--- src/vid_pkg.sv ---
package vid_pkg;

// tiny test mode geometry
localparam int H_VISIBLE = 16;
localparam int H_FRONT   = 2;
localparam int H_SYNC    = 3;
localparam int H_BACK    = 3;
localparam int H_TOTAL   = H_VISIBLE + H_FRONT + H_SYNC + H_BACK;     // 24 pixels per line

localparam int V_VISIBLE = 8;
localparam int V_FRONT   = 1;
localparam int V_SYNC    = 2;
localparam int V_BACK    = 1;
localparam int V_TOTAL   = V_VISIBLE + V_FRONT + V_SYNC + V_BACK;     // 12 lines per frame

// memories
localparam int VRAM_AW        = 8;
localparam int COLOR_AW       = 8;
localparam int WORDS_PER_LINE = H_VISIBLE / 2;      // two pixels per word

// host register numbers
localparam logic [3:0] R_INT_CTRL = 4'h0;
localparam logic [3:0] R_STATUS   = 4'h1;
localparam logic [3:0] R_WR_ADDR  = 4'h2;
localparam logic [3:0] R_WR_DATA  = 4'h3;
localparam logic [3:0] R_RD_ADDR  = 4'h4;
localparam logic [3:0] R_RD_DATA  = 4'h5;
localparam logic [3:0] R_XR_ADDR  = 4'h6;
localparam logic [3:0] R_XR_DATA  = 4'h7;

// interrupt bits
localparam int FRAME_INTR = 0;
localparam int LINE_INTR  = 1;

typedef logic [15:0]         word_t;
typedef logic [VRAM_AW-1:0]  vaddr_t;
typedef logic [COLOR_AW-1:0] color_t;
typedef logic [4:0]          hpos_t;
typedef logic [3:0]          vpos_t;
typedef logic [1:0]          intr_t;

typedef struct packed {
    logic [3:0] red;
    logic [3:0] green;
    logic [3:0] blue;
} rgb_t;

// color entry as seen by the display, alpha ignored
typedef struct packed {
    logic [3:0] alpha;
    rgb_t       rgb;
} argb_t;

// host writes raw words, display reads rgb
typedef union packed {
    word_t raw;
    argb_t argb;
} color_word_u;

typedef struct packed {
    logic       cs_n;       // access strobe, active low
    logic       rd_nwr;     // 1 = read
    logic [3:0] reg_num;
    logic       bytesel;    // 0 = even (high) byte
    logic [7:0] data;
} bus_req_t;

typedef struct packed {
    logic   sel;
    logic   wr;
    vaddr_t addr;
    word_t  data;
} mem_req_t;

typedef struct packed {
    logic hsync;
    logic vsync;
    logic de;
} sync_t;

typedef struct packed {
    logic       mask_wr;    // even byte of INT_CTRL
    logic       clear_wr;   // odd byte of INT_CTRL
    logic [7:0] value;
} intr_cmd_t;

endpackage

--- src/intr_ctrl.sv ---
`timescale 1ns/1ps

module intr_ctrl import vid_pkg::*; (
    input  logic      clk,
    input  logic      reset_i,
    input  intr_cmd_t intr_cmd_i,
    input  intr_t     trigger_i,
    output intr_t     status_o,
    output logic      bus_intr_o
);

intr_t mask;        // enabled sources
intr_t clear;       // bits the host acknowledges

assign clear = intr_cmd_i.clear_wr ? intr_cmd_i.value[1:0] : '0;

always_ff @(posedge clk) begin
    if (reset_i) begin
        mask       <= '0;
        status_o   <= '0;
        bus_intr_o <= 1'b0;
    end else begin
        // pulse only for enabled sources not already pending
        bus_intr_o <= |(trigger_i & mask & ~status_o);
        if (intr_cmd_i.mask_wr) begin
            mask <= intr_cmd_i.value[1:0];
        end
        status_o <= (status_o | trigger_i) & ~clear;    // sticky, masked or not
    end
end

endmodule

--- config.mk ---
export PLATFORM = sky130hd
export DESIGN_NAME = intr_ctrl
export DESIGN_NICKNAME = d
export VERILOG_FILES = /design/src/vid_pkg.sv /design/src/intr_ctrl.sv
export SDC_FILE = /design/constraint.sdc
export NUM_CORES = 1
export LEC_CHECK = 0
export BUFFER_PORTS_ARGS = -buffer_cell sky130_fd_sc_hd__buf_2
export CAP_MARGIN = 5
export CORE_AREA = 2 2 39 41
export DETAILED_ROUTE_END_ITERATION = 8
export DIE_AREA = 0 0 41 43
export MAX_ROUTING_LAYER = met4
export PLACE_DENSITY = 0.4
export SLEW_MARGIN = 0
export SYNTH_ARGS = -nofsm -noshare
export SYNTH_HDL_FRONTEND = slang
export SYNTH_SLANG_ARGS = --single-unit
--- constraint.sdc ---
create_clock -name clk -period 0.8 [get_ports clk]
set_input_delay 0 -clock clk [delete_from_list [all_inputs] [get_ports clk]]
set_output_delay 0 -clock clk [all_outputs]
set_load 0.05 [all_outputs]
# After elaboration in Yosys (flattened, before gate mapping)
# Cells that the tools add are included.
[totals]
register_bits = 5
output_inout_bits = 3
word_cells = 11
input_bits = 14
[classes]
mux = 1
n_bitwise = 6
reduce_logical = 1
[op_table]
columns = ["cell", "n"]
rows = [
  ["bitwise AND 2 bit", 3],
  ["inverter 2 bit", 2],
  ["2-to-1 mux 2 bit", 1],
  ["bitwise OR 2 bit", 1],
  ["OR reduction 2 bit", 1],
]

# Logic depth before layout (Yosys ltp)
[logic_depth]
ltp_word = 3
ltp_mapped = 2
ltp_nobuf = 2

# Worst setup path after synthesis
# Ideal clock, no wire load.
[synth_timing]
path_kind = "register to register"
startpoint = "register status_o[0]"
endpoint = "register bus_intr_o"
arrival_time_ns = 0.839
t_required_ns = 0.683
n_path_buf = 0
slack_ns = -0.156
setup_ns = 0.117
path_stages_with_launch = 3
synth_period_minus_slack_ns = 0.956
path_cell_list = "dfxtp_1 > nand3b_1 > a21oi_1"
[synth_via]
elab_chain_len = 3
[synth_lines]
columns = ["element", "line", "rtl"]
rows = [
  ["from (decl)", "intr_ctrl.sv:8", "output intr_t status_o,"],
  ["from (signal assigned)", "intr_ctrl.sv:28", "status_o <= (status_o | trigger_i) & ~clear;"],
  ["inverter 2 bit", "intr_ctrl.sv:24", "bus_intr_o <= |(trigger_i & mask & ~status_o);"],
  ["bitwise AND 2 bit", "intr_ctrl.sv:24", ""],
  ["OR reduction 2 bit", "intr_ctrl.sv:24", ""],
  ["to (signal assigned)", "intr_ctrl.sv:24", ""],
  ["to (decl)", "intr_ctrl.sv:9", "output logic bus_intr_o"],
]
# Every way passes these cells.
# A chain may end at the register's enable or synchronous reset.

# Worst setup path after layout
[layout_timing]
startpoint = "register status_o[1]"
endpoint = "output status_o[1]"
# No word-level cell between the ends.

==> results by group <==
Outcome
  • Outcome: finished, final reports clean

Worst setup path
  • CP Cell Sequence: buf_6
  • Data required, critical path: 0.80 ns
  • CP Buf/Inv Count: 1
  • Slowest Stage Delay on Critical Path: 0.34 ns
  • R2r startpoint: status_o[0]
  • Crit path launch: status_o[1]
  • Setup CP Type: reg -> out
  • Worst setup EP type: primary output
  • Crit-path slowest cell: dfxtp_2
  • Worst EP arrival: 0.74 ns
  • Critical path fanouts, max: 3
  • CP top delay family: flip-flops
  • CP Launch Type: flip-flop

Floorplan
  • IO Count: 17
  • Die area: 1760 sq um
  • Die Width: 41 um
  • Die height: 43 um
  • Initial Util: 12.3%
  • FP Rows: 14
  • Core area: 1380 sq um

Power and ir drop
  • Leak Pwr: 0.143 nW
  • P per Cell Area: 2090 nW/um^2
  • VDD IR max: 0.837 mV
  • Total power: 0.677 mW

Hold path
  • Hold Startpoint: trigger_i[0]
  • Hold/Removal Path Class: in -> reg

Global routing
  • Total gr overflow: 0
  • GRT Util Overall: 7.00%
  • Global-route wire length before repair: 648 um
  • Initial antenna violation count: 0
  • Vias in the first global route: 165
  • Largest net degree at the start of global routing: 6

Synthesis
  • Ys Warns: 0
  • Post-synth EDFFs: 0
  • Register area share after synthesis: 58.8%
  • Top cells by area, synth: dfxtp_1 (59%), mux2i_1 (12%), a211oi_1 (8.8%)
  • Synthesized Nets: 30
  • Most frequent cell after synthesis: dfxtp_1
  • Post-Syn Area per Cell: 10.6 sq um
  • Synth area leader: dfxtp_1
  • Mapped Area: 170 sq um
  • Adder-cell area share of the yosys netlist: 0%
  • XOR/XNOR share of the synthesized area: 0%
  • Top cells by instance count after synthesis: dfxtp_1 (5), nor2_1 (4), a211oi_1 (2), mux2i_1 (2), nand3b_1 (2)
  • Complex-gate fraction of the synthesized area: 11.8%
  • Mapped Cells: 16
  • Mux contribution to synthesized area: 11.8%
  • Largest family of logic cells by synthesized area: simple AND/OR/NAND/NOR gates
  • FF+latch count, synth: 5
  • Ys async rst share: 0%
  • Share of the synthesized area in the top cell type: 58.8%
  • Synth unique cells: 6
  • Post-synthesis simple-gate area fraction: 17.6%
  • Ys flop type: dfxtp_1

CTS
  • Num CTS Buffers: 3
  • CTS clk-pin slew, worst paths: 0.04 ns
  • Clock tree from TritonCTS: built
  • Worst-skew pair later-pin latency: 0.24 ns
  • Clock root buffer: clkbuf_4
  • CTS HTree Levels: 1
  • Clk buf depth: 2
  • Setup bufs post-CTS: 0
  • Clk sink count: 5

Layout
  • Syn-to-layout area delta: 90.4%
  • Fill cells: 147
  • Layout cells sized above 1: 44.1%
  • Final instance area: 324 sq um
  • Register area: 103 sq um
  • Final #Nets: 49
  • # diodes: 0
  • Area of the multi-input gates: 70.1 sq um

Timing
  • Fin Clk Skew: 0.00245 ns
  • Setup TNS: 0 ns
  • Setup WS post-layout: 0.0633 ns
  • RSZ-0062 raised after global routing: false
  • Setup violators final: 0
  • Fin. Hold Viols: 0
  • FMAX: 1360 MHz
  • Minimum clock period: 0.737 ns
  • Relative slew slack: 90.7%
  • Final slew viol count: 0
  • Period utilization: 92.1%
  • Worst-margin pin slew: 0.136 ns

Routing
  • DRT Pass-1 Iters: 1
  • Final ANT Viol Nets: 0
  • WL final: 458 um
  • DR vias/cell: 3.62
  • Initial DRC Count: 0
  • Via Count: 181
  • DRC Markers: 0
  • Routed len/inst: 9.16 um

Placement
  • GP Congestion: 0.529
  • Setup WS pre-CTS: 0.154 ns
  • IO buf count: 10
  • Area of placed instances: 243 sq um

Run
  • Number of max-cap violations: 0
-- kinds of logic (layout without fill, tap and decap cells) --
logic type,count (synthesis),in the layout
flops,5,5
mux,2,2
buf+inv,0,18
simple gates,6,6
compound gates,3,3
-- placed cells by master, fill, tap and decap left out, drive strengths merged --
cell / Yosys / final
mux2i: 2 / 2
nand3b: 2 / 2
a211oi: 2 / 2
nor2: 4 / 4
dlygate4sd3: 0 / 4
buf: 0 / 10
a21oi: 1 / 1
clkbuf: 0 / 4
dfxtp: 5 / 5
-- layer usage --
metal  up-vias  global-route usage (%)  share of wire (%)
li1         94                       -                  -
met4         0                    6.00                1.1
met1        72                    6.75                 49
met3         2                    9.42                 17
met2        13                    6.25                 33
met5         -                       -                  0
-- cell type report --
class                           instances  share of cell area, %
Tap cell                               16                   6.18
Clock buffer                            4                   8.11
Timing Repair Buffer                   14                   32.4
Multi-Input combinational cell         11                   21.6
Sequential cell                         5                   31.7
-- report_power, final --
part | total, mW | internal, mW | switching (mW)
clock | 0.288 | 0.188 | 0.100
sequential | 0.276 | 0.267 | 0.00925
combinational | 0.112 | 0.0538 | 0.0585
-- metrics by stage --
stage | hold slack [ns] | utilization, % | std cells
after floorplan | 0.0691 | - | 16
after global placement | 0.193 | 17.5 | 42
after detailed placement | 0.197 | 17.5 | 42
after CTS | 0.0325 | 22.9 | 50
after global routing | 0.0479 | 23.4 | 50
final | 0.0440 | 23.4 | 50
-- sequential cells by signal, summed over array words and instances (netlist names) --
signal	count
bus_intr_o	1
mask	2
status_o	2
-- worst paths after layout --
path / to / slack [ns] / cells after the start
worst max-delay path: status_o[1] / 0.06 / 1
worst min-delay path: bus_intr_o / 0.04 / 3
worst max register to register: bus_intr_o / 0.13 / 2
worst min register to register: bus_intr_o / 0.48 / 2
-- timing repair --
action / 4_1_cts / 5_1_grt
hold endpoints to repair: 5 / 0
hold buffers: 4 / 0
gates cloned: 0 / 0
setup endpoints to repair: 3 / 2
gates resized for setup: 3 / 2
Power figures use the tool's default switching activity.
