--- config.mk ---
export PLATFORM = sky130hd
export DESIGN_NAME = color_lookup
export DESIGN_NICKNAME = d
export VERILOG_FILES = /design/src/vid_pkg.sv /design/src/color_lookup.sv
export SDC_FILE = /design/constraint.sdc
export NUM_CORES = 2
export LEC_CHECK = 0
export BUFFER_PORTS_ARGS = -buffer_cell sky130_fd_sc_hd__buf_4
export CORE_MARGIN = 5
export CORE_UTILIZATION = 30
export DETAILED_ROUTE_END_ITERATION = 10
export GPL_TIMING_DRIVEN = 0
export PLACE_DENSITY_LB_ADDON = 0.1
export SLEW_MARGIN = 15
export SYNTH_ARGS = -nofsm -noshare
export SYNTH_HDL_FRONTEND = slang
export SYNTH_SLANG_ARGS = --single-unit
--- constraint.sdc ---
create_clock -name clk -period 2 [get_ports clk]
set_input_delay 0.1 -clock clk [delete_from_list [all_inputs] [get_ports clk]]
set_output_delay 0.1 -clock clk [all_outputs]
set_load 0.05 [all_outputs]
--- src/vid_pkg.sv ---
package vid_pkg;

// tiny test mode geometry
localparam int H_VISIBLE = 16;
localparam int H_FRONT   = 2;
localparam int H_SYNC    = 3;
localparam int H_BACK    = 3;
localparam int H_TOTAL   = H_VISIBLE + H_FRONT + H_SYNC + H_BACK;     // 24 pixels per line

localparam int V_VISIBLE = 8;
localparam int V_FRONT   = 1;
localparam int V_SYNC    = 2;
localparam int V_BACK    = 1;
localparam int V_TOTAL   = V_VISIBLE + V_FRONT + V_SYNC + V_BACK;     // 12 lines per frame

// memories
localparam int VRAM_AW        = 8;
localparam int COLOR_AW       = 8;
localparam int WORDS_PER_LINE = H_VISIBLE / 2;      // two pixels per word

// host register numbers
localparam logic [3:0] R_INT_CTRL = 4'h0;
localparam logic [3:0] R_STATUS   = 4'h1;
localparam logic [3:0] R_WR_ADDR  = 4'h2;
localparam logic [3:0] R_WR_DATA  = 4'h3;
localparam logic [3:0] R_RD_ADDR  = 4'h4;
localparam logic [3:0] R_RD_DATA  = 4'h5;
localparam logic [3:0] R_XR_ADDR  = 4'h6;
localparam logic [3:0] R_XR_DATA  = 4'h7;

// interrupt bits
localparam int FRAME_INTR = 0;
localparam int LINE_INTR  = 1;

typedef logic [15:0]         word_t;
typedef logic [VRAM_AW-1:0]  vaddr_t;
typedef logic [COLOR_AW-1:0] color_t;
typedef logic [4:0]          hpos_t;
typedef logic [3:0]          vpos_t;
typedef logic [1:0]          intr_t;

typedef struct packed {
    logic [3:0] red;
    logic [3:0] green;
    logic [3:0] blue;
} rgb_t;

// color entry as seen by the display, alpha ignored
typedef struct packed {
    logic [3:0] alpha;
    rgb_t       rgb;
} argb_t;

// host writes raw words, display reads rgb
typedef union packed {
    word_t raw;
    argb_t argb;
} color_word_u;

typedef struct packed {
    logic       cs_n;       // access strobe, active low
    logic       rd_nwr;     // 1 = read
    logic [3:0] reg_num;
    logic       bytesel;    // 0 = even (high) byte
    logic [7:0] data;
} bus_req_t;

typedef struct packed {
    logic   sel;
    logic   wr;
    vaddr_t addr;
    word_t  data;
} mem_req_t;

typedef struct packed {
    logic hsync;
    logic vsync;
    logic de;
} sync_t;

typedef struct packed {
    logic       mask_wr;    // even byte of INT_CTRL
    logic       clear_wr;   // odd byte of INT_CTRL
    logic [7:0] value;
} intr_cmd_t;

endpackage

--- src/color_lookup.sv ---
`timescale 1ns/1ps

module color_lookup import vid_pkg::*; (
    input  logic   clk,
    input  logic   reset_i,
    input  logic   xr_wr_i,
    input  color_t xr_addr_i,
    input  word_t  xr_data_i,
    input  color_t color_index_i,
    input  sync_t  sync_i,
    output rgb_t   rgb_o,
    output sync_t  sync_o
);

color_word_u colormem [2**COLOR_AW];
color_word_u entry;         // current pixel's entry

always_ff @(posedge clk) begin
    if (xr_wr_i) begin
        colormem[xr_addr_i].raw <= xr_data_i;
    end
end

assign entry = colormem[color_index_i];

always_ff @(posedge clk) begin
    if (reset_i) begin
        rgb_o  <= '0;
        sync_o <= '0;
    end else begin
        rgb_o  <= sync_i.de ? entry.argb.rgb : '0;     // black outside display
        sync_o <= sync_i;                               // third sync delay
    end
end

endmodule

### After elaboration in Yosys (flattened, before gate mapping)

Memory sizes are Yosys's and may differ from the RTL's. A register that Yosys moved wholly into a read port is not among the register bits.
Index checks and enable logic that the tools add are counted.

| storage, ports and cells | value |
|---|---|
| word-level logic and storage cells | 8 |
| RAM bits | 4096 |
| output and inout port bits | 15 |
| flip-flop bits (word level) | 3 |
| memories | 1 |
| bits of input ports | 38 |

| operators by class | value |
|---|---|
| multiplexer cells | 2 |
| reduce and logical (&&, ||, !) cells | 1 |
| bitwise operators | 1 |

Memory list:

| name | words | bits a word | read ports | clocked after Yosys merged registers in | wr ports | RTL line | text |
|---|---|---|---|---|---|---|---|
| colormem | 256 | 16 | 1 | 1 | 1 | color_lookup.sv:15 | `color_word_u colormem [2**COLOR_AW];` |

Operators by type and width:

| operator | count |
|---|---|
| $mux W1 | 2 |
| $reduce_or A2 Y1 | 1 |
| $not A1 Y1 | 1 |

### Depth between registers and ports, before layout

| logic depth | value |
|---|---|
| word-level depth | 2 |
| depth in mapped cells | 13 |

### Worst setup path after synthesis

OpenSTA, ideal clock, no wires.

| timing | value |
|---|---|
| path kind | input -> register |
| start | in color_index_i[0] |
| end | reg rgb_o[9] in the netlist's numbering |
| library setup time | 0.125 ns |
| arrival | 2.012 ns |
| required time | 1.875 ns |
| setup slack | -0.137 ns |
| path buffers | 5 |
| stages on the path | 10 |
| path through | buf_6 -> buf_12 -> buf_8 -> buf_6 -> buf_4 -> mux4_2 -> a2111oi_0 -> nand2_1 -> nand4_1 -> o22ai_1 |

RTL lines:

| what | RTL line | text |
|---|---|---|
| start, declared | color_lookup.sv:9 | `input color_t color_index_i,` |
| end signal, assigned | color_lookup.sv:31 | `rgb_o <= sync_i.de ? entry.argb.rgb : '0;` |
| end, declared | color_lookup.sv:11 | `output rgb_t rgb_o,` |

==> results.yml <==
cts:
  clkSinkCount: 3087
  htreeDepth: 5
  clk_pin_slew_ps: 70
  ctsRootBufferMaster: "clkbuf_16"
  cts_inserted_buffers: 347
  clock_tree.buffer_depth: 4
  clkLatencyLatePin_ps: 1010
  cts_tree: "yes"
synthesis:
  yosysWarnings: 0
  netlist_area_um2: 119700
  ys_top_cells_by_count: "edfxtp_1 (3072), mux4_2 (547), mux2i_1 (403)"
  ys_seq_elements: 3087
  yosys.area.top_type: "edfxtp_1"
  synthArstFlopShare_pct: 0
  avgSynthCellArea_um2: 20.63
  ys.flop_type: "edfxtp_1"
  yosys-top-cells-area: "edfxtp_1 (77%), mux4_2 (10%), mux2i_1 (3.4%)"
  synth_cell_types: 63
  synthCells: 5803
  syn_nets: 5841
  yosys.area.top_type_share_pct: 77.06
  ys_seq_area_share_pct: 77.31
  synth.most_common_cell: "edfxtp_1"
  synth_edf_count: 3072
timing:
  slew_headroom_pct: 12.07
  setup_slack_ps: -1418
  worst_slew_pin_slew_ps: 1319
  hold_viol: 0
  period_share_pct: 170.9
  fin_setup_tns_ps: -22070
  layout_min_cycle_time_ps: 3418
  fmax_mhz: 292.6
  rsz0062_at_grt: "yes"
  setup_viol: 341
  drv_slew: 0
  clock_skew_ps: 67.43
floorplanning:
  dieArea_um2: 411800
  die_w_um: 641.7
  rows: 232
  core_area_um2: 398600
  start_util_pct: 30.04
  die_y_um: 641.7
  io_pins: 53
setup_path:
  crit_end: "rgb_o[4]$_SDFF_PP0_"
  end_kind: "flop"
  critical_path.cell_chain: "clkbuf_2 -> buf_6 -> and3b_1 -> buf_2 -> nand2_1 -> o22ai_1 -> a311o_1 -> a2111oi_4 -> nand4_1 -> o31ai_4"
  crit_fanout: 10
  r2r_end: "rgb_o[4]$_SDFF_PP0_"
  worstSetupPathType: "in2reg"
  startpoint: "color_index_i[5]"
  crit_slowest_cell: "nand4_1"
  crit_path_start_kind: "primary input"
  r2r-start: "colormem[246][4]$_DFFE_PP_"
  required_ps: 2820
  r2r_cells: 8
  slowest_delay_ps: 810
  rrSetupSlack_ps: -1330
  cp.arrival_ps: 4240
power:
  peakVddDrop_mv: 0.7322
  power_density_nw_per_um2: 969.2
  total_power_uw: 145400
  leakage_uw: 0.04765
drt:
  vias: 71770
  ant_nets: 0
  via_per_inst: 5.843
  wire_per_inst_um: 49.58
  routed_wl_um: 609000
  dr.pass1.iters: 6
  drc_errors: 0
  drt_iter0_drc: 11770
finish:
  fillCellCount: 36340
  layout.nets: 6750
  area_growth_pct: 25.32
  drive_gt1_share_pct: 34.66
placed_design:
  dp_hpwl_um: 431200
  gp_congestion: 1.025
  io_buffers: 39
  dp_slack_ps: -4980
global_routing:
  grt_max_degree: 123
  grt_antenna_before_repair: 74
  grt_usage_pct: 28.66
  grt_pass1_vias: 66870
  overflow: 0
  grt_pass1_wl_um: 758600
status:
  violations: "setup timing"
  outcome: "complete, but fails checks"
job:
  drv_cap: 0
min_path:
  min_path_type: "in2reg"
## worst min-delay path by stage
stage,depth (start not counted),start,to
finish,3,xr_wr_i,colormem[158][2]$_DFFE_PP_
global route,3,xr_wr_i,colormem[157][6]$_DFFE_PP_
CTS,4,xr_addr_i[4],colormem[3][11]$_DFFE_PP_
detailed placement,2,reset_i,sync_o[2]$_SDFF_PP0_
global placement,2,reset_i,sync_o[2]$_SDFF_PP0_
floorplan,1,reset_i,sync_o[1]$_SDFF_PP0_
## cell type report
| cell class | count | area (um2) | share of cell area [%] |
|---|---|---|---|
| sequential | 3087 | 92550 | 61.69 |
| multi-input combinational | 2365 | 27940 | 18.62 |
| clock buffer | 431 | 9112 | 6.074 |
| timing repair buffer | 563 | 7591 | 5.060 |
| tap | 5265 | 6588 | 4.391 |
| buffer | 345 | 4468 | 2.978 |
| clock inverter | 196 | 1692 | 1.128 |
| antenna | 28 | 70.07 | 0.04670 |
| inverter | 3 | 23.77 | 0.01585 |
## report_power, final
group          internal [uW]  switching (uW)  leakage (uW)
Sequential             71300            35.0        0.0277
Combinational           3390            8360        0.0146
Clock                  34700           27600       0.00530
Total                 109000           36000        0.0477
## per-layer routing
layer  wire length (um)  track usage, %
met1             243600           38.32
met2             259200           41.38
met4              37440           14.50
met5                133          0.1388
met3              68630           9.770
## logic make-up (layout without fill, tap and decap cells)
kind of cell	Yosys count	after routing	share of synthesized area (%)
and+or+nand+nor	842	842	3.205
muxes	984	984	14.38
other	0	28	0
AOI/OAI and AO/OA	539	539	3.147
DFF	3087	3087	77.31
buffers and inverters	351	1538	1.959
## state kept, by name, indices dropped and copies added (netlist names)
signal,cells
sync_o,3
colormem,3072
rgb_o,12
## stage by stage
stage,std cells,hold slack [ps],util (%),instance area [um2]
after floorplan,5803,171.6,-,119800
after global placement,11110,274.9,31.79,126700
after detailed placement,11390,287.8,33.27,132600
after CTS,12150,9.218,37.16,148100
after global routing,12270,48.00,37.63,150000
final,12280,90.98,37.64,150000
## cell usage in the layout, fill, tap and decap left out, types with 70 or more instances in the layout
master,instances
edfxtp_1,3072
mux4_2,555
mux2i_1,397
clkbuf_16,353
buf_4,210
nor2_2,180
buf_6,149
buf_8,146
nor2_1,117
buf_16,113
buf_12,106
nand2_1,97
nor2_4,93
clkbuf_1,92
o22ai_1,92
o221ai_1,80
clkinv_1,75
clkinv_2,74
o21ai_0,70
## what timing repair did
item / CTS / global route
hold buffers: 40 / 4
endpoints found under the setup margin: 2249 / 1121
buffers inserted: 95 / 99
resized for setup: 765 / 187
gates cloned: 1 / 0
hold endpoints to repair: 2093 / 35
pin swaps: 58 / 62
## worst max-delay path, delay by kind of cell
kind            cells  cell delay [ps]
compound gates      4             1750
simple gates        3             1480
buf+inv             3              840
Note: power is estimated with default switching activity, not from simulation.
