===== config.mk =====
export PLATFORM = sky130hd
export DESIGN_NAME = video_timing
export DESIGN_NICKNAME = d
export VERILOG_FILES = /design/src/vid_pkg.sv /design/src/video_timing.sv
export SDC_FILE = /design/constraint.sdc
export NUM_CORES = 1
export LEC_CHECK = 0
export BUFFER_PORTS_ARGS = -buffer_cell sky130_fd_sc_hd__buf_2
export CAP_MARGIN = 25
export CORE_AREA = 2 2 39 41
export DETAILED_ROUTE_END_ITERATION = 6
export DIE_AREA = 0 0 41 43
export HOLD_SLACK_MARGIN = 0.02
export PLACE_DENSITY = 0.76
export SLEW_MARGIN = 30
export SYNTH_ARGS = -nofsm -noshare
export SYNTH_HDL_FRONTEND = slang
export SYNTH_SLANG_ARGS = --single-unit
export TNS_END_PERCENT = 30

===== constraint.sdc =====
create_clock -name clk -period 2.1 [get_ports clk]
set_input_delay 0.21 -clock clk [delete_from_list [all_inputs] [get_ports clk]]
set_output_delay 0.21 -clock clk [all_outputs]
set_load 0.01 [all_outputs]

===== src/vid_pkg.sv =====
package vid_pkg;

// tiny test mode geometry
localparam int H_VISIBLE = 16;
localparam int H_FRONT   = 2;
localparam int H_SYNC    = 3;
localparam int H_BACK    = 3;
localparam int H_TOTAL   = H_VISIBLE + H_FRONT + H_SYNC + H_BACK;     // 24 pixels per line

localparam int V_VISIBLE = 8;
localparam int V_FRONT   = 1;
localparam int V_SYNC    = 2;
localparam int V_BACK    = 1;
localparam int V_TOTAL   = V_VISIBLE + V_FRONT + V_SYNC + V_BACK;     // 12 lines per frame

// memories
localparam int VRAM_AW        = 8;
localparam int COLOR_AW       = 8;
localparam int WORDS_PER_LINE = H_VISIBLE / 2;      // two pixels per word

// host register numbers
localparam logic [3:0] R_INT_CTRL = 4'h0;
localparam logic [3:0] R_STATUS   = 4'h1;
localparam logic [3:0] R_WR_ADDR  = 4'h2;
localparam logic [3:0] R_WR_DATA  = 4'h3;
localparam logic [3:0] R_RD_ADDR  = 4'h4;
localparam logic [3:0] R_RD_DATA  = 4'h5;
localparam logic [3:0] R_XR_ADDR  = 4'h6;
localparam logic [3:0] R_XR_DATA  = 4'h7;

// interrupt bits
localparam int FRAME_INTR = 0;
localparam int LINE_INTR  = 1;

typedef logic [15:0]         word_t;
typedef logic [VRAM_AW-1:0]  vaddr_t;
typedef logic [COLOR_AW-1:0] color_t;
typedef logic [4:0]          hpos_t;
typedef logic [3:0]          vpos_t;
typedef logic [1:0]          intr_t;

typedef struct packed {
    logic [3:0] red;
    logic [3:0] green;
    logic [3:0] blue;
} rgb_t;

// color entry as seen by the display, alpha ignored
typedef struct packed {
    logic [3:0] alpha;
    rgb_t       rgb;
} argb_t;

// host writes raw words, display reads rgb
typedef union packed {
    word_t raw;
    argb_t argb;
} color_word_u;

typedef struct packed {
    logic       cs_n;       // access strobe, active low
    logic       rd_nwr;     // 1 = read
    logic [3:0] reg_num;
    logic       bytesel;    // 0 = even (high) byte
    logic [7:0] data;
} bus_req_t;

typedef struct packed {
    logic   sel;
    logic   wr;
    vaddr_t addr;
    word_t  data;
} mem_req_t;

typedef struct packed {
    logic hsync;
    logic vsync;
    logic de;
} sync_t;

typedef struct packed {
    logic       mask_wr;    // even byte of INT_CTRL
    logic       clear_wr;   // odd byte of INT_CTRL
    logic [7:0] value;
} intr_cmd_t;

endpackage


===== src/video_timing.sv =====
`timescale 1ns/1ps

module video_timing import vid_pkg::*; (
    input  logic  clk,
    input  logic  reset_i,
    output hpos_t h_pos_o,
    output vpos_t v_pos_o,
    output sync_t sync_o,
    output logic  hblank_o,
    output logic  vblank_o,
    output intr_t trigger_o
);

logic h_last;       // last pixel of the line
logic v_last;       // last line of the frame

assign h_last = (h_pos_o == hpos_t'(H_TOTAL - 1));
assign v_last = (v_pos_o == vpos_t'(V_TOTAL - 1));

always_ff @(posedge clk) begin
    if (reset_i) begin
        // park on the final pixel so the first frame starts right after reset
        h_pos_o <= hpos_t'(H_TOTAL - 1);
        v_pos_o <= vpos_t'(V_TOTAL - 1);
    end else begin
        h_pos_o <= h_last ? '0 : h_pos_o + 1'b1;
        if (h_last) begin
            v_pos_o <= v_last ? '0 : v_pos_o + 1'b1;
        end
    end
end

assign hblank_o = (h_pos_o >= hpos_t'(H_VISIBLE));
assign vblank_o = (v_pos_o >= vpos_t'(V_VISIBLE));

always_comb begin
    sync_o.hsync = (h_pos_o >= hpos_t'(H_VISIBLE + H_FRONT)) &&
                   (h_pos_o <  hpos_t'(H_VISIBLE + H_FRONT + H_SYNC));     // active high
    sync_o.vsync = (v_pos_o >= vpos_t'(V_VISIBLE + V_FRONT)) &&
                   (v_pos_o <  vpos_t'(V_VISIBLE + V_FRONT + V_SYNC));
    sync_o.de    = !hblank_o && !vblank_o;
end

always_comb begin
    trigger_o             = '0;
    trigger_o[FRAME_INTR] = (v_pos_o == vpos_t'(V_VISIBLE)) && (h_pos_o == '0);
    trigger_o[LINE_INTR]  = !vblank_o && (h_pos_o == hpos_t'(H_VISIBLE));  // first hblank pixel
end

endmodule


# Word-level counts from Yosys, hierarchy flattened
# Index checks and enable logic that the tools add are counted.
# totals
regBits	9
input_bits	2
output_inout_bits	16
elab_cells	26
# op_classes
n_addsub	2
n_lt_le_gt_ge	6
n_eq_ne	4
mux	2
n_reduce_logical	9
# op_table
op	count
$eq 5x5->1 const B	2
$ge 5x5->1 const B	2
$eq 4x4->1 const B	2
$ge 4x4->1 const B	2
$add 5x1->5 const B	1
$logic_and 1x1->1	5
$logic_not 5->1	1
$lt 5x5->1 const B	1
$mux 5	1
$add 4x1->4 const B	1
$lt 4x4->1 const B	1
$mux 4	1
$logic_not 1->1	2
$reduce_or 2->1	1

# Depth between registers and ports, before layout
# logic_depth
depth_word	3
mapped_depth	5
ltp_nobuf	4

# Worst setup path after synthesis
# OpenSTA, ideal clock, no wires.
# synth_timing
path_kind	register to output
from	register v_pos_o[0]
to	output sync_o[1] (netlist name)
arrival_time_ps	1110
required_ps	1890
path_slack_ps	780
stages_incl_launch_ff	5
path_buffers	0
cell_sequence	dfxtp_1 inv_1 ha_1 nor2b_1 nor3_1
# synth_lines
item	line	text
start: declaration	video_timing.sv:7	output vpos_t v_pos_o,
start signal: assignment	video_timing.sv:24	v_pos_o <= vpos_t'(V_TOTAL - 1);
start signal: assignment	video_timing.sv:28	v_pos_o <= v_last ? '0 : v_pos_o + 1'b1;
end: declaration	video_timing.sv:8	output sync_t sync_o,

==> impl_metrics.ini <==
[worst_setup_path]
crit_type = flop to output port
rr_endpoint = v_pos_o[0]
reg2reg_slack_ns = 0.76
rr_worst_depth = 4
critical_path.max_fanout = 6
end_kind = output port
r2r-start = h_pos_o[0]
cp_data_required_time_ns = 1.89
crit_path_start_kind = flop
timing.critical_path.arrival_ns = 1.41

[yosys]
synth_common_cells = dfxtp_1 (9), inv_1 (8), nand2_1 (8), ha_1 (6), nor2_1 (5)
syn_nets = 72
synth_edf_count = 0
yosysTopAreaCell = dfxtp_1
async_flop_share_pct = 0
synth.area.top_cells = dfxtp_1 (34%), ha_1 (14%), inv_1 (5.6%)
synth_seq_area_share_pct = 33.72
synth_most_common_cell = dfxtp_1
syn_area_per_cell_um2 = 8.348
ys_types = 27
synthFlopType = dfxtp_1
ys_warn_count = 0
ys_ff_latch = 9
syn-cell-area_um2 = 534.3
synthCells = 64
synth_top_area_share_pct = 33.72

[clock_network]
cts_tree = built
clkLatencyLatePin_ns = 0.26
cts_max_path_buffers = 2
postCtsSetupBuffers = 0
ctsHoldBuffers = 0
cts.sinks = 9
numCtsBuffers = 3
htree_levels = 1
cts_resized = 0
root_buffer = clkbuf_4
clk_pin_slew_ns = 0.06

[timing]
setup_viol = 0
slew_viol_final = 0
finalCritPeriodShare_pct = 77.20
rsz0062_at_grt = false
worst_pin_slew_ns = 0.3135
clock_skew_ns = 0.002603
relSlewSlack_pct = 79.07
fin_tns_setup_ns = 0
finalHoldViolCount = 0
fin_crit_ns = 1.621
fmax_ghz = 0.6168

[flow_run]
maxCapViolCount = 0

[grt]
track_usage_pct = 15.19
globalRouteOverflowTotal = 0
grt_max_degree = 10
antenna_found_initial = 0
grt_pass1_vias = 416
grt_pass1_wl_um = 1759

[placed_design]
dp_hpwl_um = 867.3
placed_cell_area_um2 = 625.6
portBuffers = 17
dp.cells = 94
gp_congestion = 0.8163

[route]
dr.pass1.iters = 4
drt_iter0_drc = 6
wire_per_inst_um = 11.68
via_per_inst = 5.194
finalWirelength_um = 1145
antenna_left = 0
vias = 509
post-route-drc-count = 0

[worst_hold_path]
hp-class = input port to flop
hold_path_end = h_pos_o[3]
whs_path_depth = 2
min_from = reset_i

[finish]
design_area_um2 = 651.9
layout.nets = 91
area_delta_synth_final_pct = 22.01
finalNonFillerCells = 98
fillCellCount = 139
final_layout_size_suffix_gt1_share_pct = 28.05
n_antenna_cell = 0

[floorplanning]
ios = 18
core_um2 = 1384
rows = 14
die-area_um2 = 1763
start_util_pct = 38.61
chipWidth_um = 41
chipHeight_um = 43

[power]
switching_share_pct = 45.89
p_leak_nw = 0.3428
clock_power_share_pct = 13.7
p_int_w = 0.0005322
seq_power_share_pct = 35.8
peakVddDrop_uv = 466.7
p_per_area_nw_per_um2 = 1509
p_switching_w = 0.0004513
combPwrFrac_pct = 50.5

[status]
status = finished clean
==> logic make-up (layout without fill, tap and decap cells) <==
| kind of cell | Yosys count | count (layout) | share of synthesized area, % |
|---|---|---|---|
| compound gates | 10 | 10 | 14.52 |
| xor+xnor | 2 | 2 | 3.279 |
| fa+ha+maj | 6 | 6 | 14.05 |
| buf+inv | 11 | 29 | 8.194 |
| flops | 9 | 9 | 33.72 |
| simple gates | 26 | 26 | 26.23 |
==> power by group through the flow <==
stage / logic (W) / registers, W / clock network, W
after floorplan: 0.000324 / 0.000365 / 0
after global placement: 0.000490 / 0.000350 / 0
after detailed placement: 0.000495 / 0.000356 / 0
after CTS: 0.000497 / 0.000351 / 0.000142
after global routing: 0.000557 / 0.000370 / 0.000148
final: 0.000496 / 0.000352 / 0.000135
==> how the worst max path moves through the flow <==
stage,start,endpoint,cells past startpoint
2_1_floorplan,v_pos_o[0],sync_o[1],4
3_3_place_gp,v_pos_o[0],sync_o[1],5
3_5_place_dp,h_pos_o[0],v_pos_o[0],4
4_1_cts,v_pos_o[0],sync_o[1],5
5_1_grt,v_pos_o[0],sync_o[1],5
6_report,v_pos_o[0],sync_o[1],5
==> per-stage QoR <==
step	total power, W	hold slack [ns]	setup slack, ns	util (%)
floorplan	0.0006888	0.2893	0.7798	-
global placement	0.0008400	0.4589	0.7879	45.21
detailed placement	0.0008509	0.4712	0.7733	45.21
CTS	0.0009898	0.1889	0.4698	47.11
global route	0.001074	0.2026	0.3810	47.11
finish	0.0009835	0.2038	0.4787	47.11
==> layout make-up <==
cell class	instances	area, um2	share of cell area [%]
Timing Repair Buffer	17	85.08	13.05
Tap cell	16	20.02	3.071
Clock buffer	4	26.28	4.031
Multi-Input combinational cell	44	310.3	47.60
Inverter	8	30.03	4.607
Sequential cell	9	180.2	27.64
==> critical path: stages (launching register included) <==
cell and delay [ns]:
dfxtp_1 0.43, inv_1 0.12, ha_1 0.20, nor2b_1 0.12, nor3_1 0.12, buf_2 0.15
==> routing by layer <==
| layer | routed length [um] | track usage (%) | up-vias |
|---|---|---|---|
| met5 | 0 | 0 | - |
| met4 | 19 | 10.00 | 0 |
| met3 | 40 | 4.712 | 2 |
| met2 | 564 | 23.13 | 13 |
| met1 | 521 | 17.15 | 242 |
| li1 | - | - | 252 |
==> registers in the layout (all words and copies together) (netlist names) <==
register	cells
h_pos_o	5
v_pos_o	4
==> cells in the final DEF (no fill, tap or decap), types with 3 or more instances in the layout <==
master	netlist	final
buf_2	1	17
clkbuf_4	0	3
dfxtp_1	9	9
ha_1	6	6
inv_1	8	8
nand2_1	8	8
nor2_1	5	5
nor3_1	4	4
No activity file was read; power rests on OpenSTA's default activity.
