## src/vid_pkg.sv

```systemverilog
package vid_pkg;

// tiny test mode geometry
localparam int H_VISIBLE = 16;
localparam int H_FRONT   = 2;
localparam int H_SYNC    = 3;
localparam int H_BACK    = 3;
localparam int H_TOTAL   = H_VISIBLE + H_FRONT + H_SYNC + H_BACK;     // 24 pixels per line

localparam int V_VISIBLE = 8;
localparam int V_FRONT   = 1;
localparam int V_SYNC    = 2;
localparam int V_BACK    = 1;
localparam int V_TOTAL   = V_VISIBLE + V_FRONT + V_SYNC + V_BACK;     // 12 lines per frame

// memories
localparam int VRAM_AW        = 8;
localparam int COLOR_AW       = 8;
localparam int WORDS_PER_LINE = H_VISIBLE / 2;      // two pixels per word

// host register numbers
localparam logic [3:0] R_INT_CTRL = 4'h0;
localparam logic [3:0] R_STATUS   = 4'h1;
localparam logic [3:0] R_WR_ADDR  = 4'h2;
localparam logic [3:0] R_WR_DATA  = 4'h3;
localparam logic [3:0] R_RD_ADDR  = 4'h4;
localparam logic [3:0] R_RD_DATA  = 4'h5;
localparam logic [3:0] R_XR_ADDR  = 4'h6;
localparam logic [3:0] R_XR_DATA  = 4'h7;

// interrupt bits
localparam int FRAME_INTR = 0;
localparam int LINE_INTR  = 1;

typedef logic [15:0]         word_t;
typedef logic [VRAM_AW-1:0]  vaddr_t;
typedef logic [COLOR_AW-1:0] color_t;
typedef logic [4:0]          hpos_t;
typedef logic [3:0]          vpos_t;
typedef logic [1:0]          intr_t;

typedef struct packed {
    logic [3:0] red;
    logic [3:0] green;
    logic [3:0] blue;
} rgb_t;

// color entry as seen by the display, alpha ignored
typedef struct packed {
    logic [3:0] alpha;
    rgb_t       rgb;
} argb_t;

// host writes raw words, display reads rgb
typedef union packed {
    word_t raw;
    argb_t argb;
} color_word_u;

typedef struct packed {
    logic       cs_n;       // access strobe, active low
    logic       rd_nwr;     // 1 = read
    logic [3:0] reg_num;
    logic       bytesel;    // 0 = even (high) byte
    logic [7:0] data;
} bus_req_t;

typedef struct packed {
    logic   sel;
    logic   wr;
    vaddr_t addr;
    word_t  data;
} mem_req_t;

typedef struct packed {
    logic hsync;
    logic vsync;
    logic de;
} sync_t;

typedef struct packed {
    logic       mask_wr;    // even byte of INT_CTRL
    logic       clear_wr;   // odd byte of INT_CTRL
    logic [7:0] value;
} intr_cmd_t;

endpackage

```

## src/pixel_fetch.sv

```systemverilog
`timescale 1ns/1ps

module pixel_fetch import vid_pkg::*; (
    input  logic   clk,
    input  hpos_t  h_pos_i,
    input  vpos_t  v_pos_i,
    input  sync_t  sync_i,
    output logic   vram_sel_o,
    output vaddr_t vram_addr_o,
    input  word_t  vram_data_i,
    output color_t color_index_o,
    output sync_t  sync_o
);

logic  fetch_d;     // word on vram_data_i is ours
word_t word_hold;   // kept for the odd pixel, bus may be reused
sync_t sync_d;

// one fetch per pixel pair, on the even pixel
assign vram_sel_o  = sync_i.de && !h_pos_i[0];
assign vram_addr_o = vaddr_t'(v_pos_i) * vaddr_t'(WORDS_PER_LINE) + vaddr_t'(h_pos_i >> 1);

always_ff @(posedge clk) begin
    fetch_d <= vram_sel_o;
    if (fetch_d) begin
        word_hold <= vram_data_i;
    end
    // high byte for even x, low byte one cycle later
    color_index_o <= fetch_d ? vram_data_i[15:8] : word_hold[7:0];
    sync_d        <= sync_i;
    sync_o        <= sync_d;    // two cycles, matches color index
end

endmodule

```

## config.mk

```make
export PLATFORM = sky130hd
export DESIGN_NAME = pixel_fetch
export DESIGN_NICKNAME = d
export VERILOG_FILES = /design/src/vid_pkg.sv /design/src/pixel_fetch.sv
export SDC_FILE = /design/constraint.sdc
export NUM_CORES = 1
export LEC_CHECK = 0
export ABC_AREA = 1
export BUFFER_PORTS_ARGS = -buffer_cell sky130_fd_sc_hd__buf_4
export CAP_MARGIN = 0
export CELL_PAD_IN_SITES_DETAIL_PLACEMENT = 1
export CELL_PAD_IN_SITES_GLOBAL_PLACEMENT = 1
export CORE_MARGIN = 2
export CORE_UTILIZATION = 28
export CTS_CLUSTER_SIZE = 10
export DETAILED_ROUTE_END_ITERATION = 10
export HOLD_SLACK_MARGIN = 0.03
export PLACE_DENSITY = 0.76
export SLEW_MARGIN = 10
export SYNTH_ARGS = -nofsm -noshare
export SYNTH_HDL_FRONTEND = slang
export SYNTH_SLANG_ARGS = --single-unit
```

## constraint.sdc

```tcl
create_clock -name clk -period 1.04 [get_ports clk]
set_input_delay 0.052 -clock clk [delete_from_list [all_inputs] [get_ports clk]]
set_output_delay 0.052 -clock clk [all_outputs]
set_load 0.01 [all_outputs]
```

== After elaboration in Yosys (flattened, before gate mapping) ==
Index checks and enable logic that the tools add are counted.
Word-level totals
  bits in registers: 23
  output and inout port bits: 20
  word-level logic and storage cells: 13
Cells by class
  add/sub/neg operators: 1
  mux-type cells: 1
  reductions and logical operators: 2
Operators by type and width (count)
  adder 7 x 4 -> 8 bit: 1
  two-way mux 8 bit: 1
  logical AND 1 bit: 1
  zero test 1 bit: 1

== Depth between registers and ports, before layout ==
  depth after elaboration: 2
  mapped depth: 4

== Least setup slack after synthesis ==
Ideal clock, no wire load.
  path kind: flip-flop to flip-flop
  from: register fetch_d
  to: register color_index_o[5]
  arrival time: 0.798 ns
  data required time: 0.919 ns
  path slack: 0.120 ns
  cell stages (with the launch flop): 3
  buffers on the path: 1
  cells stage by stage: dfxtp_1 > buf_6 > o21ai_0
Between the ends
  cells in the longest elaborated chain, start to end: 1
RTL lines
  start: declaration: line pixel_fetch.sv:15  | logic fetch_d;
  start signal: assignment: line pixel_fetch.sv:24  | fetch_d <= vram_sel_o;
  two-way mux 8 bit: line pixel_fetch.sv:29  | color_index_o <= fetch_d ? vram_data_i[15:8] : word_hold[7:0];
  end signal: assignment: line pixel_fetch.sv:29
  end: declaration: line pixel_fetch.sv:11  | output color_t color_index_o,
Every way passes these cells.
A chain may end at the register's enable or synchronous reset.

== Final worst setup path ==
  from: input port h_pos_i[0]
  to: output port vram_sel_o
Between the ends
  cells in the longest elaborated chain, start to end: 2
RTL lines
  start: declaration: line pixel_fetch.sv:5  | input hpos_t h_pos_i,
  zero test 1 bit: line pixel_fetch.sv:20  | assign vram_sel_o = sync_i.de && !h_pos_i[0];
  logical AND 1 bit: line pixel_fetch.sv:20
  end: declaration: line pixel_fetch.sv:8  | output logic vram_sel_o,
Every way passes these cells.

==> flow_summary.json <==
{
  "post_cts_buffers": 0,
  "grt_start_max_net_pins": 16,
  "tritoncts": "built",
  "die_w_um": 55.6,
  "synth_area_leaders": "dfxtp_1, edfxtp_1, nand2_1, o21ai_0, inv_1",
  "worst-slew-pin-transition_ps": 153,
  "synth.distinct_cells": 12,
  "syn_inst": 63,
  "finalHoldViolations": 0,
  "synth-compound-area-share": 0.0537,
  "grt_pass1_vias": 719,
  "setup_viol": 0,
  "p_per_area_nw_per_um2": 1270,
  "antenna_found_initial": 0,
  "crit_type": "in2out",
  "synthAdderAreaFrac": 0.0336,
  "ys_ff_latch": 23,
  "utilization": 0.528,
  "cts.sinks": 23,
  "drc": 0,
  "grt_remaining_overflow": 0,
  "htreeDepth": 1,
  "worst_path_max_delay_cell": "dlygate4sd3_1",
  "ctsLongestPathBuffers": 2,
  "clkPwrFrac": 0.231,
  "switching_share": 0.217,
  "crit_chain": "dlygate4sd3_1 > buf_4 > nor2_4 > buf_6",
  "rsz0062_at_grt": "false",
  "p_sw_w": 0.000364,
  "clockRootBuffer": "clkbuf_4",
  "ir_drop_mv": 0.758,
  "slew_headroom": 0.898,
  "final_nets": 159,
  "synthMuxAreaShare": 0,
  "die-area_um2": 3090,
  "synth_fp_nets": 94,
  "yosysSeqAreaShare": 0.725,
  "max_stage_delay_ps": 540,
  "cp_max_fo": 2,
  "routedWlPerCell_um": 11.2,
  "regToRegSetupSlack_ps": 200,
  "synth_top_area_frac": 0.403,
  "hp-class": "in2out",
  "syn_to_final_growth_pct": 76.8,
  "p_leak_nw": 0.626,
  "fmax_mhz": 1000,
  "setup_tns_ps": 0,
  "core_um2": 2500,
  "critical_path_required_ps": 990,
  "rr_worst_depth": 1,
  "nFillCells": 280,
  "routed_via_density": 4.13,
  "hpwlAfterDp_mm": 1.27,
  "multi_input_area_um2": 141,
  "path_buf_inv": 3,
  "start_util": 0.298,
  "postRouteAntennaNets": 0,
  "wirelength_mm": 1.77,
  "seqPwrFrac": 0.595,
  "drtPass1Iterations": 2,
  "whs_endpoint": "vram_addr_o[0]",
  "syn_avg_cell_area_um2": 11.8,
  "end_kind": "primary output",
  "clock_latency_ps": 300,
  "fin_crit_sh": 0.961,
  "r2r-end": "word_hold[2]",
  "synth_top_area_cell": "dfxtp_1",
  "clock_skew_ps": 5.51,
  "slew_violations": 0,
  "drtIter0Drc": 2,
  "ios": 49,
  "grt_pass1_wl_mm": 2.97,
  "min_from": "h_pos_i[1]",
  "r2r-start": "fetch_d",
  "crit_arrival_ps": 950,
  "die_h_um": 55.6,
  "crit_family": "buffers and inverters",
  "ys_warn_count": 0,
  "min_period_ps": 999,
  "diodes": 0,
  "synthXorXnorAreaFrac": 0.0117,
  "combPwrFrac": 0.175,
  "intPower_w": 0.00131,
  "status": "finished, final reports clean",
  "yosys.area_share.simple": 0.0805,
  "drive_gt1_frac": 0.394,
  "buffer_ports.inserted": 42,
  "vias": 649,
  "cts_made_buffers": 3,
  "gp_congestion": 0.709,
  "track_usage": 0.122,
  "seqCellArea_um2": 541,
  "cp.depth": 4,
  "holdPathStages": 0,
  "synth_top_family_by_area": "buffers and inverters",
  "rows": 18,
  "critical_path.startpoint_type": "input port",
  "cap_violations": 0,
  "syn_area_um2": 746
}
-- timing repair --
item	4_1_cts	5_1_grt
hold buffers	20	0
endpoints found under the hold margin	20	0
gates resized for setup	0	4
endpoints found under the setup margin	0	1
-- cell usage in the layout, fill, tap and decap left out --
master	instances
nor2_4	1
nand2_1	11
nand4_1	1
ha_1	2
dfxtp_1	15
buf_4	43
inv_2	1
edfxtp_1	8
o21ai_0	8
clkinv_2	1
nor2_1	1
clkbuf_4	3
buf_6	1
dlygate4sd3_1	20
xor2_1	1
nand3_1	1
inv_1	9
-- synth_stat cells --
library cell	count
buf_4	3
buf_6	1
dfxtp_1	15
edfxtp_1	8
ha_1	2
inv_1	10
nand2_1	11
nand3_1	1
nand4_1	1
nor2_1	2
o21ai_0	8
xor2_1	1
-- per-stage QoR --
stage | cell area [um2] | worst slack [ps] | hold slack [ps] | instances | total power, W
after CTS | 1310 | 0.420 | 104 | 157 | 0.00169
final | 1320 | 40.7 | 104 | 157 | 0.00167
after detailed placement | 1080 | 95.1 | 104 | 133 | 0.00125
after floorplan | 746 | 120 | 79.7 | 63 | 0.00110
after global placement | 1080 | 129 | 104 | 133 | 0.00123
after global routing | 1320 | 1.25 | 104 | 157 | 0.00177
-- worst max-delay path by stage --
stage	startpoint	to
3_5_place_dp	h_pos_i[4]	vram_addr_o[5]
6_report	h_pos_i[0]	vram_sel_o
3_3_place_gp	h_pos_i[4]	vram_addr_o[5]
4_1_cts	h_pos_i[0]	vram_sel_o
5_1_grt	h_pos_i[0]	vram_sel_o
2_1_floorplan	fetch_d	color_index_o[5]
-- kinds of logic after synthesis --
logic type / Yosys count
compound gates: 8
flops: 23
simple gates: 15
buf+inv: 14
xor+xnor: 1
fa+ha+maj: 2
-- power by group through the flow --
stage,registers (W),logic (W),clock network [W]
detailed placement,0.00102,0.000229,0
global placement,0.00101,0.000218,0
finish,0.000996,0.000293,0.000386
floorplan,0.00104,0.0000618,0
CTS,0.000997,0.000289,0.000406
global route,0.00100,0.000319,0.000452
-- cell type report --
cell class / instances / area share
multi-input cells: 26 / 0.107
well taps: 30 / 0.0285
flip-flops and latches: 23 / 0.410
inverters: 10 / 0.0285
repair buffers: 64 / 0.405
clock buffers: 3 / 0.0171
clock inverters: 1 / 0.00380
-- routing by layer --
| metal | global-route usage | vias to the layer above | part of all wire |
|---|---|---|---|
| li1 | - | 324 | - |
| met1 | 0.121 | 293 | 0.34 |
| met2 | 0.231 | 32 | 0.56 |
| met3 | 0.0512 | 0 | 0.099 |
| met4 | 0.0314 | 0 | 0 |
| met5 | 0 | - | 0 |
-- registers in the layout, summed over array words and instances, names as in the netlist --
name	flops
sync_d	3
color_index_o	8
word_hold	8
fetch_d	1
sync_o	3
No activity file was read; power rests on OpenSTA's default activity.
