<file path="config.mk">
export PLATFORM = sky130hd
export DESIGN_NAME = bus_regs
export DESIGN_NICKNAME = d
export VERILOG_FILES = /design/src/vid_pkg.sv /design/src/bus_regs.sv
export SDC_FILE = /design/constraint.sdc
export NUM_CORES = 1
export LEC_CHECK = 0
export ABC_AREA = 1
export BUFFER_PORTS_ARGS = -buffer_cell sky130_fd_sc_hd__buf_4
export CAP_MARGIN = 15
export CORE_MARGIN = 5
export CORE_UTILIZATION = 53
export CTS_BUF_LIST = sky130_fd_sc_hd__clkbuf_16
export DETAILED_ROUTE_END_ITERATION = 7
export GPL_TIMING_DRIVEN = 1
export MAX_ROUTING_LAYER = met4
export PLACE_DENSITY = 0.8
export SKIP_LAST_GASP = 1
export SLEW_MARGIN = 5
export SYNTH_ARGS = -nofsm -noshare
export SYNTH_HDL_FRONTEND = slang
export SYNTH_SLANG_ARGS = --single-unit
</file>
<file path="constraint.sdc">
create_clock -name clk -period 2.5 [get_ports clk]
set_input_delay 0.25 -clock clk [delete_from_list [all_inputs] [get_ports clk]]
set_output_delay 0.25 -clock clk [all_outputs]
set_load 0.01 [all_outputs]
</file>
<file path="src/vid_pkg.sv">
package vid_pkg;

// tiny test mode geometry
localparam int H_VISIBLE = 16;
localparam int H_FRONT   = 2;
localparam int H_SYNC    = 3;
localparam int H_BACK    = 3;
localparam int H_TOTAL   = H_VISIBLE + H_FRONT + H_SYNC + H_BACK;     // 24 pixels per line

localparam int V_VISIBLE = 8;
localparam int V_FRONT   = 1;
localparam int V_SYNC    = 2;
localparam int V_BACK    = 1;
localparam int V_TOTAL   = V_VISIBLE + V_FRONT + V_SYNC + V_BACK;     // 12 lines per frame

// memories
localparam int VRAM_AW        = 8;
localparam int COLOR_AW       = 8;
localparam int WORDS_PER_LINE = H_VISIBLE / 2;      // two pixels per word

// host register numbers
localparam logic [3:0] R_INT_CTRL = 4'h0;
localparam logic [3:0] R_STATUS   = 4'h1;
localparam logic [3:0] R_WR_ADDR  = 4'h2;
localparam logic [3:0] R_WR_DATA  = 4'h3;
localparam logic [3:0] R_RD_ADDR  = 4'h4;
localparam logic [3:0] R_RD_DATA  = 4'h5;
localparam logic [3:0] R_XR_ADDR  = 4'h6;
localparam logic [3:0] R_XR_DATA  = 4'h7;

// interrupt bits
localparam int FRAME_INTR = 0;
localparam int LINE_INTR  = 1;

typedef logic [15:0]         word_t;
typedef logic [VRAM_AW-1:0]  vaddr_t;
typedef logic [COLOR_AW-1:0] color_t;
typedef logic [4:0]          hpos_t;
typedef logic [3:0]          vpos_t;
typedef logic [1:0]          intr_t;

typedef struct packed {
    logic [3:0] red;
    logic [3:0] green;
    logic [3:0] blue;
} rgb_t;

// color entry as seen by the display, alpha ignored
typedef struct packed {
    logic [3:0] alpha;
    rgb_t       rgb;
} argb_t;

// host writes raw words, display reads rgb
typedef union packed {
    word_t raw;
    argb_t argb;
} color_word_u;

typedef struct packed {
    logic       cs_n;       // access strobe, active low
    logic       rd_nwr;     // 1 = read
    logic [3:0] reg_num;
    logic       bytesel;    // 0 = even (high) byte
    logic [7:0] data;
} bus_req_t;

typedef struct packed {
    logic   sel;
    logic   wr;
    vaddr_t addr;
    word_t  data;
} mem_req_t;

typedef struct packed {
    logic hsync;
    logic vsync;
    logic de;
} sync_t;

typedef struct packed {
    logic       mask_wr;    // even byte of INT_CTRL
    logic       clear_wr;   // odd byte of INT_CTRL
    logic [7:0] value;
} intr_cmd_t;

endpackage

</file>
<file path="src/bus_regs.sv">
`timescale 1ns/1ps

module bus_regs import vid_pkg::*; (
    input  logic       clk,
    input  logic       reset_i,
    input  bus_req_t   bus_i,
    output logic [7:0] bus_data_o,
    output mem_req_t   regs_req_o,
    input  logic       regs_ack_i,
    input  word_t      vram_data_i,
    output logic       xr_wr_o,
    output color_t     xr_addr_o,
    output word_t      xr_data_o,
    output intr_cmd_t  intr_cmd_o,
    input  intr_t      intr_status_i,
    input  logic       hblank_i,
    input  logic       vblank_i
);

logic       wr_acc;         // write access this cycle
logic       rd_acc;         // read access this cycle
logic       odd_wr;         // odd byte write, commits a word
logic [7:0] hold_byte;      // even byte waiting for its odd half
word_t      wr_word;
vaddr_t     wr_addr;
vaddr_t     rd_addr;
word_t      rd_data;
color_t     xr_addr;
logic       mem_busy;       // vram request outstanding
logic       rd_pending;     // read data lands on the bus this cycle
word_t      rd_word;        // read mux before byte select

assign wr_acc  = !bus_i.cs_n && !bus_i.rd_nwr;
assign rd_acc  = !bus_i.cs_n && bus_i.rd_nwr;
assign odd_wr  = wr_acc && bus_i.bytesel;
assign wr_word = {hold_byte, bus_i.data};       // even byte is high

// INT_CTRL acts per byte, no holding byte
always_comb begin
    intr_cmd_o.mask_wr  = wr_acc && !bus_i.bytesel && (bus_i.reg_num == R_INT_CTRL);
    intr_cmd_o.clear_wr = odd_wr && (bus_i.reg_num == R_INT_CTRL);
    intr_cmd_o.value    = bus_i.data;
end

// color memory write, one entry per odd byte
assign xr_wr_o   = odd_wr && (bus_i.reg_num == R_XR_DATA);
assign xr_addr_o = xr_addr;
assign xr_data_o = wr_word;

always_ff @(posedge clk) begin
    if (reset_i) begin
        wr_addr        <= '0;
        rd_addr        <= '0;
        xr_addr        <= '0;
        mem_busy       <= 1'b0;
        rd_pending     <= 1'b0;
        regs_req_o.sel <= 1'b0;
        regs_req_o.wr  <= 1'b0;
    end else begin
        rd_pending <= 1'b0;
        if (regs_ack_i) begin
            regs_req_o.sel <= 1'b0;             // drop request once granted
            rd_pending     <= !regs_req_o.wr;
            if (regs_req_o.wr) begin
                mem_busy <= 1'b0;               // write done at ack
            end
        end
        if (rd_pending) begin
            mem_busy <= 1'b0;                   // read done at capture
        end
        if (odd_wr) begin
            case (bus_i.reg_num)
                R_WR_ADDR: wr_addr <= wr_word[7:0];
                R_WR_DATA: begin
                    if (!mem_busy) begin        // ignored while busy
                        regs_req_o <= '{sel: 1'b1, wr: 1'b1, addr: wr_addr, data: wr_word};
                        wr_addr    <= wr_addr + 1'b1;
                        mem_busy   <= 1'b1;
                    end
                end
                R_RD_ADDR: begin
                    rd_addr <= wr_word[7:0];
                    if (!mem_busy) begin
                        regs_req_o <= '{sel: 1'b1, wr: 1'b0, addr: wr_word[7:0], data: '0};
                        mem_busy   <= 1'b1;
                    end
                end
                R_XR_ADDR: xr_addr <= wr_word[7:0];
                R_XR_DATA: xr_addr <= xr_addr + 1'b1;   // entry written this cycle
                default: ;
            endcase
        end
    end
end

// register read mux, word view
always_comb begin
    rd_word = '0;
    case (bus_i.reg_num)
        R_INT_CTRL: rd_word = {14'h0, intr_status_i};   // pending bits in odd byte
        R_STATUS:   rd_word = {13'h0, mem_busy, vblank_i, hblank_i};
        R_WR_ADDR:  rd_word = {8'h00, wr_addr};
        R_RD_ADDR:  rd_word = {8'h00, rd_addr};
        R_RD_DATA:  rd_word = rd_data;
        R_XR_ADDR:  rd_word = {8'h00, xr_addr};
        default:    rd_word = '0;
    endcase
end

always_ff @(posedge clk) begin
    if (wr_acc && !bus_i.bytesel && (bus_i.reg_num != R_INT_CTRL)) begin
        hold_byte <= bus_i.data;
    end
    if (rd_pending) begin
        rd_data <= vram_data_i;                 // one cycle after ack
    end
    if (rd_acc) begin
        bus_data_o <= bus_i.bytesel ? rd_word[7:0] : rd_word[15:8];    // held until next read
    end
end

endmodule

</file>
# == Word level (Yosys, flattened, before mapping) ==
# Index checks and enable logic that the tools add are counted.
# word_totals
regBits,84
inputBits,38
output_inout_bits,69
wordCells,65
# classes
addsub,2
eq_ne,9
n_mux,16
n_bitwise,2
n_reduce_logical,24
# op_table
op,count
$pmux W16 S6,1
$mux W26,3
$pmux W26 S2,1
$pmux W8 S2,2
$add A8 B1 Y8 const B,2
$eq A4 B3 Y1 const B,4
$mux W8,2
$eq A4 B2 Y1 const B,2
$logic_and A1 B1 Y1,8
$mux W1,7
$reduce_bool A2 Y1,3
$reduce_and A5 Y1,1
$eq A4 B1 Y1 const B,1
$logic_not A1 Y1,4
$logic_not A4 Y1,1
$ne A2 B2 Y1 const B,2
$reduce_and A2 Y1,2
$reduce_and A4 Y1,1
$reduce_bool A4 Y1,1
$reduce_or A2 Y1,2
$reduce_and A3 Y1,1
$not A1 Y1,2

# == Logic depth before layout (Yosys ltp) ==
# logic_depth
depth_word,6
ltp_mapped,10
depth_no_buf,10

# == Least setup slack after synthesis ==
# Ideal clock, no wire load.
# synth_path
path_type,input port to flip-flop
start,input bus_i[10] (netlist name)
end,register regs_req_o[0] (netlist name) (enable)
setup_time_ps,405
arrival_ps,1915
required_ps,2095
setup_slack_ps,180
cell_stages,7
cell_sequence,nor2_2 nand2_4 inv_2 nand2_1 nand2_1 nand2_1 nor2_1
# synth_via
elab_chain_cells,3
elab_cells_between_ends,6
classes_between,4 x eq/ne; 2 x reduce/logical
# synth_lines
element,line_no,source
"start, declared",bus_regs.sv:6,"input bus_req_t bus_i,"
$eq A4 B2 Y1 or $eq A4 B3 Y1 (tied branches),bus_regs.sv:72,case (bus_i.reg_num)
$ne A2 B2 Y1 (no source line) or $reduce_bool A2 Y1 (tied branches),--,
$reduce_and A5 Y1 (no source line) (*),--,
"end signal, assigned",bus_regs.sv:76,"regs_req_o <= '{sel: 1'b1, wr: 1'b1, addr: wr_addr, data: wr_word};"
"end signal, assigned",bus_regs.sv:84,"regs_req_o <= '{sel: 1'b1, wr: 1'b0, addr: wr_word[7:0], data: '0};"
"end, declared",bus_regs.sv:8,"output mem_req_t regs_req_o,"
# Mark *: on every way between the ends. The rest lies on a longest branch, timed or not.
# A chain may end at the register's enable or synchronous reset.

# == Worst setup path in the final report ==
# Same ends and word-level chain as after synthesis.

==> results.json <==
{
  "finalWirelength_mm": 11.0,
  "post_layout_nonfiller_instances": 657,
  "root_buffer": "clkbuf_16",
  "nNetsFinal": 593,
  "diodes": 0,
  "netlist_instances": 456,
  "rr_startpoint": "mem_busy",
  "drtAntennaViolNets": 0,
  "fin_util_pct": 70.0,
  "fin_total_pwr_mw": 3.17,
  "num_vias": 3549,
  "drv_cap": 0,
  "die_x_um": 97.1,
  "grt_overflow": 0,
  "drive_above_1_share_pct": 26.9,
  "yosysTopAreaCellShare_pct": 41.8,
  "core_um2": 7330,
  "viasPerCell": 5.40,
  "crit_top_cell": "nand2_1",
  "crit_slowest_cell": "buf_4",
  "place_inst": 641,
  "final_common_cell": "nand2_1",
  "dp_hpwl_mm": 8.04,
  "synthArstFlopShare_pct": 0,
  "rr_endpoint": "regs_req_o[0]",
  "io_pins": 107,
  "cts-resized-gates": 0,
  "ys_seq_area_share_pct": 55.7,
  "crit_path_end_kind": "register",
  "worstPathArrival_ns": 1.61,
  "hp-start": "vram_data_i[12]",
  "wl_per_cell_um": 16.8,
  "yosys.area.top_type": "edfxtp_1",
  "top_usage_layer": "met2",
  "cts_buffer_depth": 2,
  "finClkSkew_ns": 0.00484,
  "syn-cell-area_um2": 4020,
  "ys_seq_elements": 84,
  "start_kind": "input port",
  "ys_warn_count": 0,
  "first_pass_iters": 5,
  "grt_pass1_vias": 3474,
  "drt_iter0_markers": 308,
  "post-place-ws_ns": 0.559,
  "numClockSinks": 84,
  "syn2layout_area_growth_pct": 27.5,
  "h-tree-depth": 3,
  "worst_slack_ns": 0.898,
  "cp_cell_sequence": "buf_4 > nor2_2 > nand2_4 > inv_2 > nand2_1 > nand2_1 > nand2_1 > nor2_2 > buf_4",
  "cts_inserted_buffers": 9,
  "antenna_found_initial": 0,
  "fill_cells": 589,
  "postCtsSetupBuffers": 0,
  "cp.required_ns": 2.51,
  "grt_util_met3_pct": 4.52,
  "crit_buf_inv": 3,
  "slew-limit-headroom_pct": 47.2,
  "use_met1_pct": 27.5,
  "cts.hold.buffers_added": 0,
  "hold_path_depth": 1,
  "layout_common_cells": "nand2_1 (129), buf_4 (111), nor2_1 (56), edfxtp_1 (56), inv_1 (40)",
  "grt_max_degree": 27,
  "setup_viol": 0,
  "route.detailed.drc": 0,
  "fin_setup_tns_ns": 0,
  "row_count": 31,
  "final_max_slew_viol_count": 0,
  "p_per_area_nw_per_um2": 619,
  "syn_nets": 496,
  "cts_tree": "yes",
  "place.gp.congestion": 0.894,
  "grtUsageMet2_pct": 41.5,
  "status": "complete, no violations",
  "die_h_um": 97.1,
  "rsz0062_at_grt": "no",
  "syn_avg_cell_area_um2": 8.82,
  "hold_class": "input port to register",
  "peakVddDrop_uv": 451,
  "hold-path-endpoint": "rd_data[12]",
  "fin_crit_sh_pct": 64.1,
  "critPathMaxFanout": 24,
  "r2r_cells": 6,
  "start_util_pct": 54.9,
  "ys_top_cells_by_area": "edfxtp_1 (42%), dfxtp_1 (14%), nand2_1 (12%)",
  "clkTransAtPathRegs_ns": 0.06,
  "max_stage_delay_ns": 0.30,
  "period_minus_slack_ns": 1.60,
  "finalHoldViolations": 0,
  "critPathTopFamily": "simple AND/OR/NAND/NOR gates",
  "reg2reg_setup_slack_ns": 0.90,
  "tightest_slew_ns": 0.792,
  "synth_edf_count": 56,
  "grt_pass1_wl_mm": 17.5,
  "insertion_delay_ns": 0.33,
  "crit_type": "input port to register",
  "synth_flop_cell": "edfxtp_1",
  "dieArea_um2": 9440,
  "fmax_ghz": 0.624,
  "gr-usage-all-layers_pct": 24.1,
  "port_buffers": 106,
  "ys_types": 35,
  "p_leak_nw": 2.18
}
how the worst max path moves through the flow:
stage,start,endpoint,slack (ns),depth (start not counted)
after floorplan,bus_i[10],regs_req_o[0],0.18,7
after global placement,bus_i[10],regs_req_o[23],0.63,9
final,bus_i[10],regs_req_o[0],0.90,9
after global routing,bus_i[10],regs_req_o[16],0.76,9
after detailed placement,bus_i[10],regs_req_o[7],0.56,9
after CTS,bus_i[10],regs_req_o[16],0.91,9
Yosys cell counts (2+ instances only):
master / instances
nand2_1: 129
inv_2: 3
buf_2: 2
nor2_1: 57
edfxtp_1: 56
ha_1: 2
nor2_4: 3
a211oi_2: 3
nor2_2: 3
clkbuf_1: 4
nand3_1: 31
o21ai_1: 2
o32ai_1: 4
buf_4: 19
nand3_4: 3
inv_1: 39
nand4_1: 2
dfxtp_1: 28
o21ai_0: 23
o22ai_1: 3
nor3_1: 2
a21oi_1: 24
nand2_2: 2
flip-flops by register name, summed over array words and instances (netlist names):
register	count
bus_data_o	8
hold_byte	8
mem_busy	1
rd_addr	8
rd_data	16
rd_pending	1
regs_req_o	26
wr_addr	8
xr_addr_o	8
cell families (layout without fill, tap and decap cells):
kind of cell               after synthesis  in the layout  synth area share (%)
AOI/OAI and AO/OA                       63             63                  9.36
xor gates and xnor gates                 1              1                 0.218
adders and majority gates                2              2                 0.622
buffers and inverters                   69            171                  8.30
DFF                                     84             84                  55.7
and+or+nand+nor                        237            237                  25.8
where the power goes:
group | total, mW | internal, mW | switching (mW)
logic | 0.238 | 0.0983 | 0.140
clock network | 1.41 | 0.873 | 0.539
registers | 1.53 | 1.51 | 0.0183
cell type report:
type	count	area, um2	share of cell area [%]
sequential	84	2240	43.7
multi-input combinational	303	1450	28.3
timing repair buffer	111	833	16.2
clock buffer	9	225	4.39
inverter	44	166	3.24
tap	99	124	2.41
clock inverter	7	91.3	1.78
worst register-to-register path, delay by kind of cell, from the launching register on:
kind / cells / cell delay, ns
flip-flops: 1 / 0.45
buffers and inverters: 2 / 0.44
AND/OR/NAND/NOR: 4 / 0.44
per-layer routing:
| metal | wire [um] | up-vias | part of all wire (%) |
|---|---|---|---|
| met5 | 0 | - | 0 |
| met1 | 4260 | 1655 | 39 |
| li1 | - | 1698 | - |
| met3 | 694 | 33 | 6.3 |
| met2 | 5720 | 163 | 52 |
| met4 | 361 | 0 | 3.3 |
through the flow:
step	hold slack (ns)	area, um2
6_report	0.0903	5130
5_1_grt	0.0808	5130
4_1_cts	0.0862	5130
3_5_place_dp	0.429	4820
3_3_place_gp	0.428	4820
2_1_floorplan	0.349	4020
Note: power is estimated with default switching activity, not from simulation.
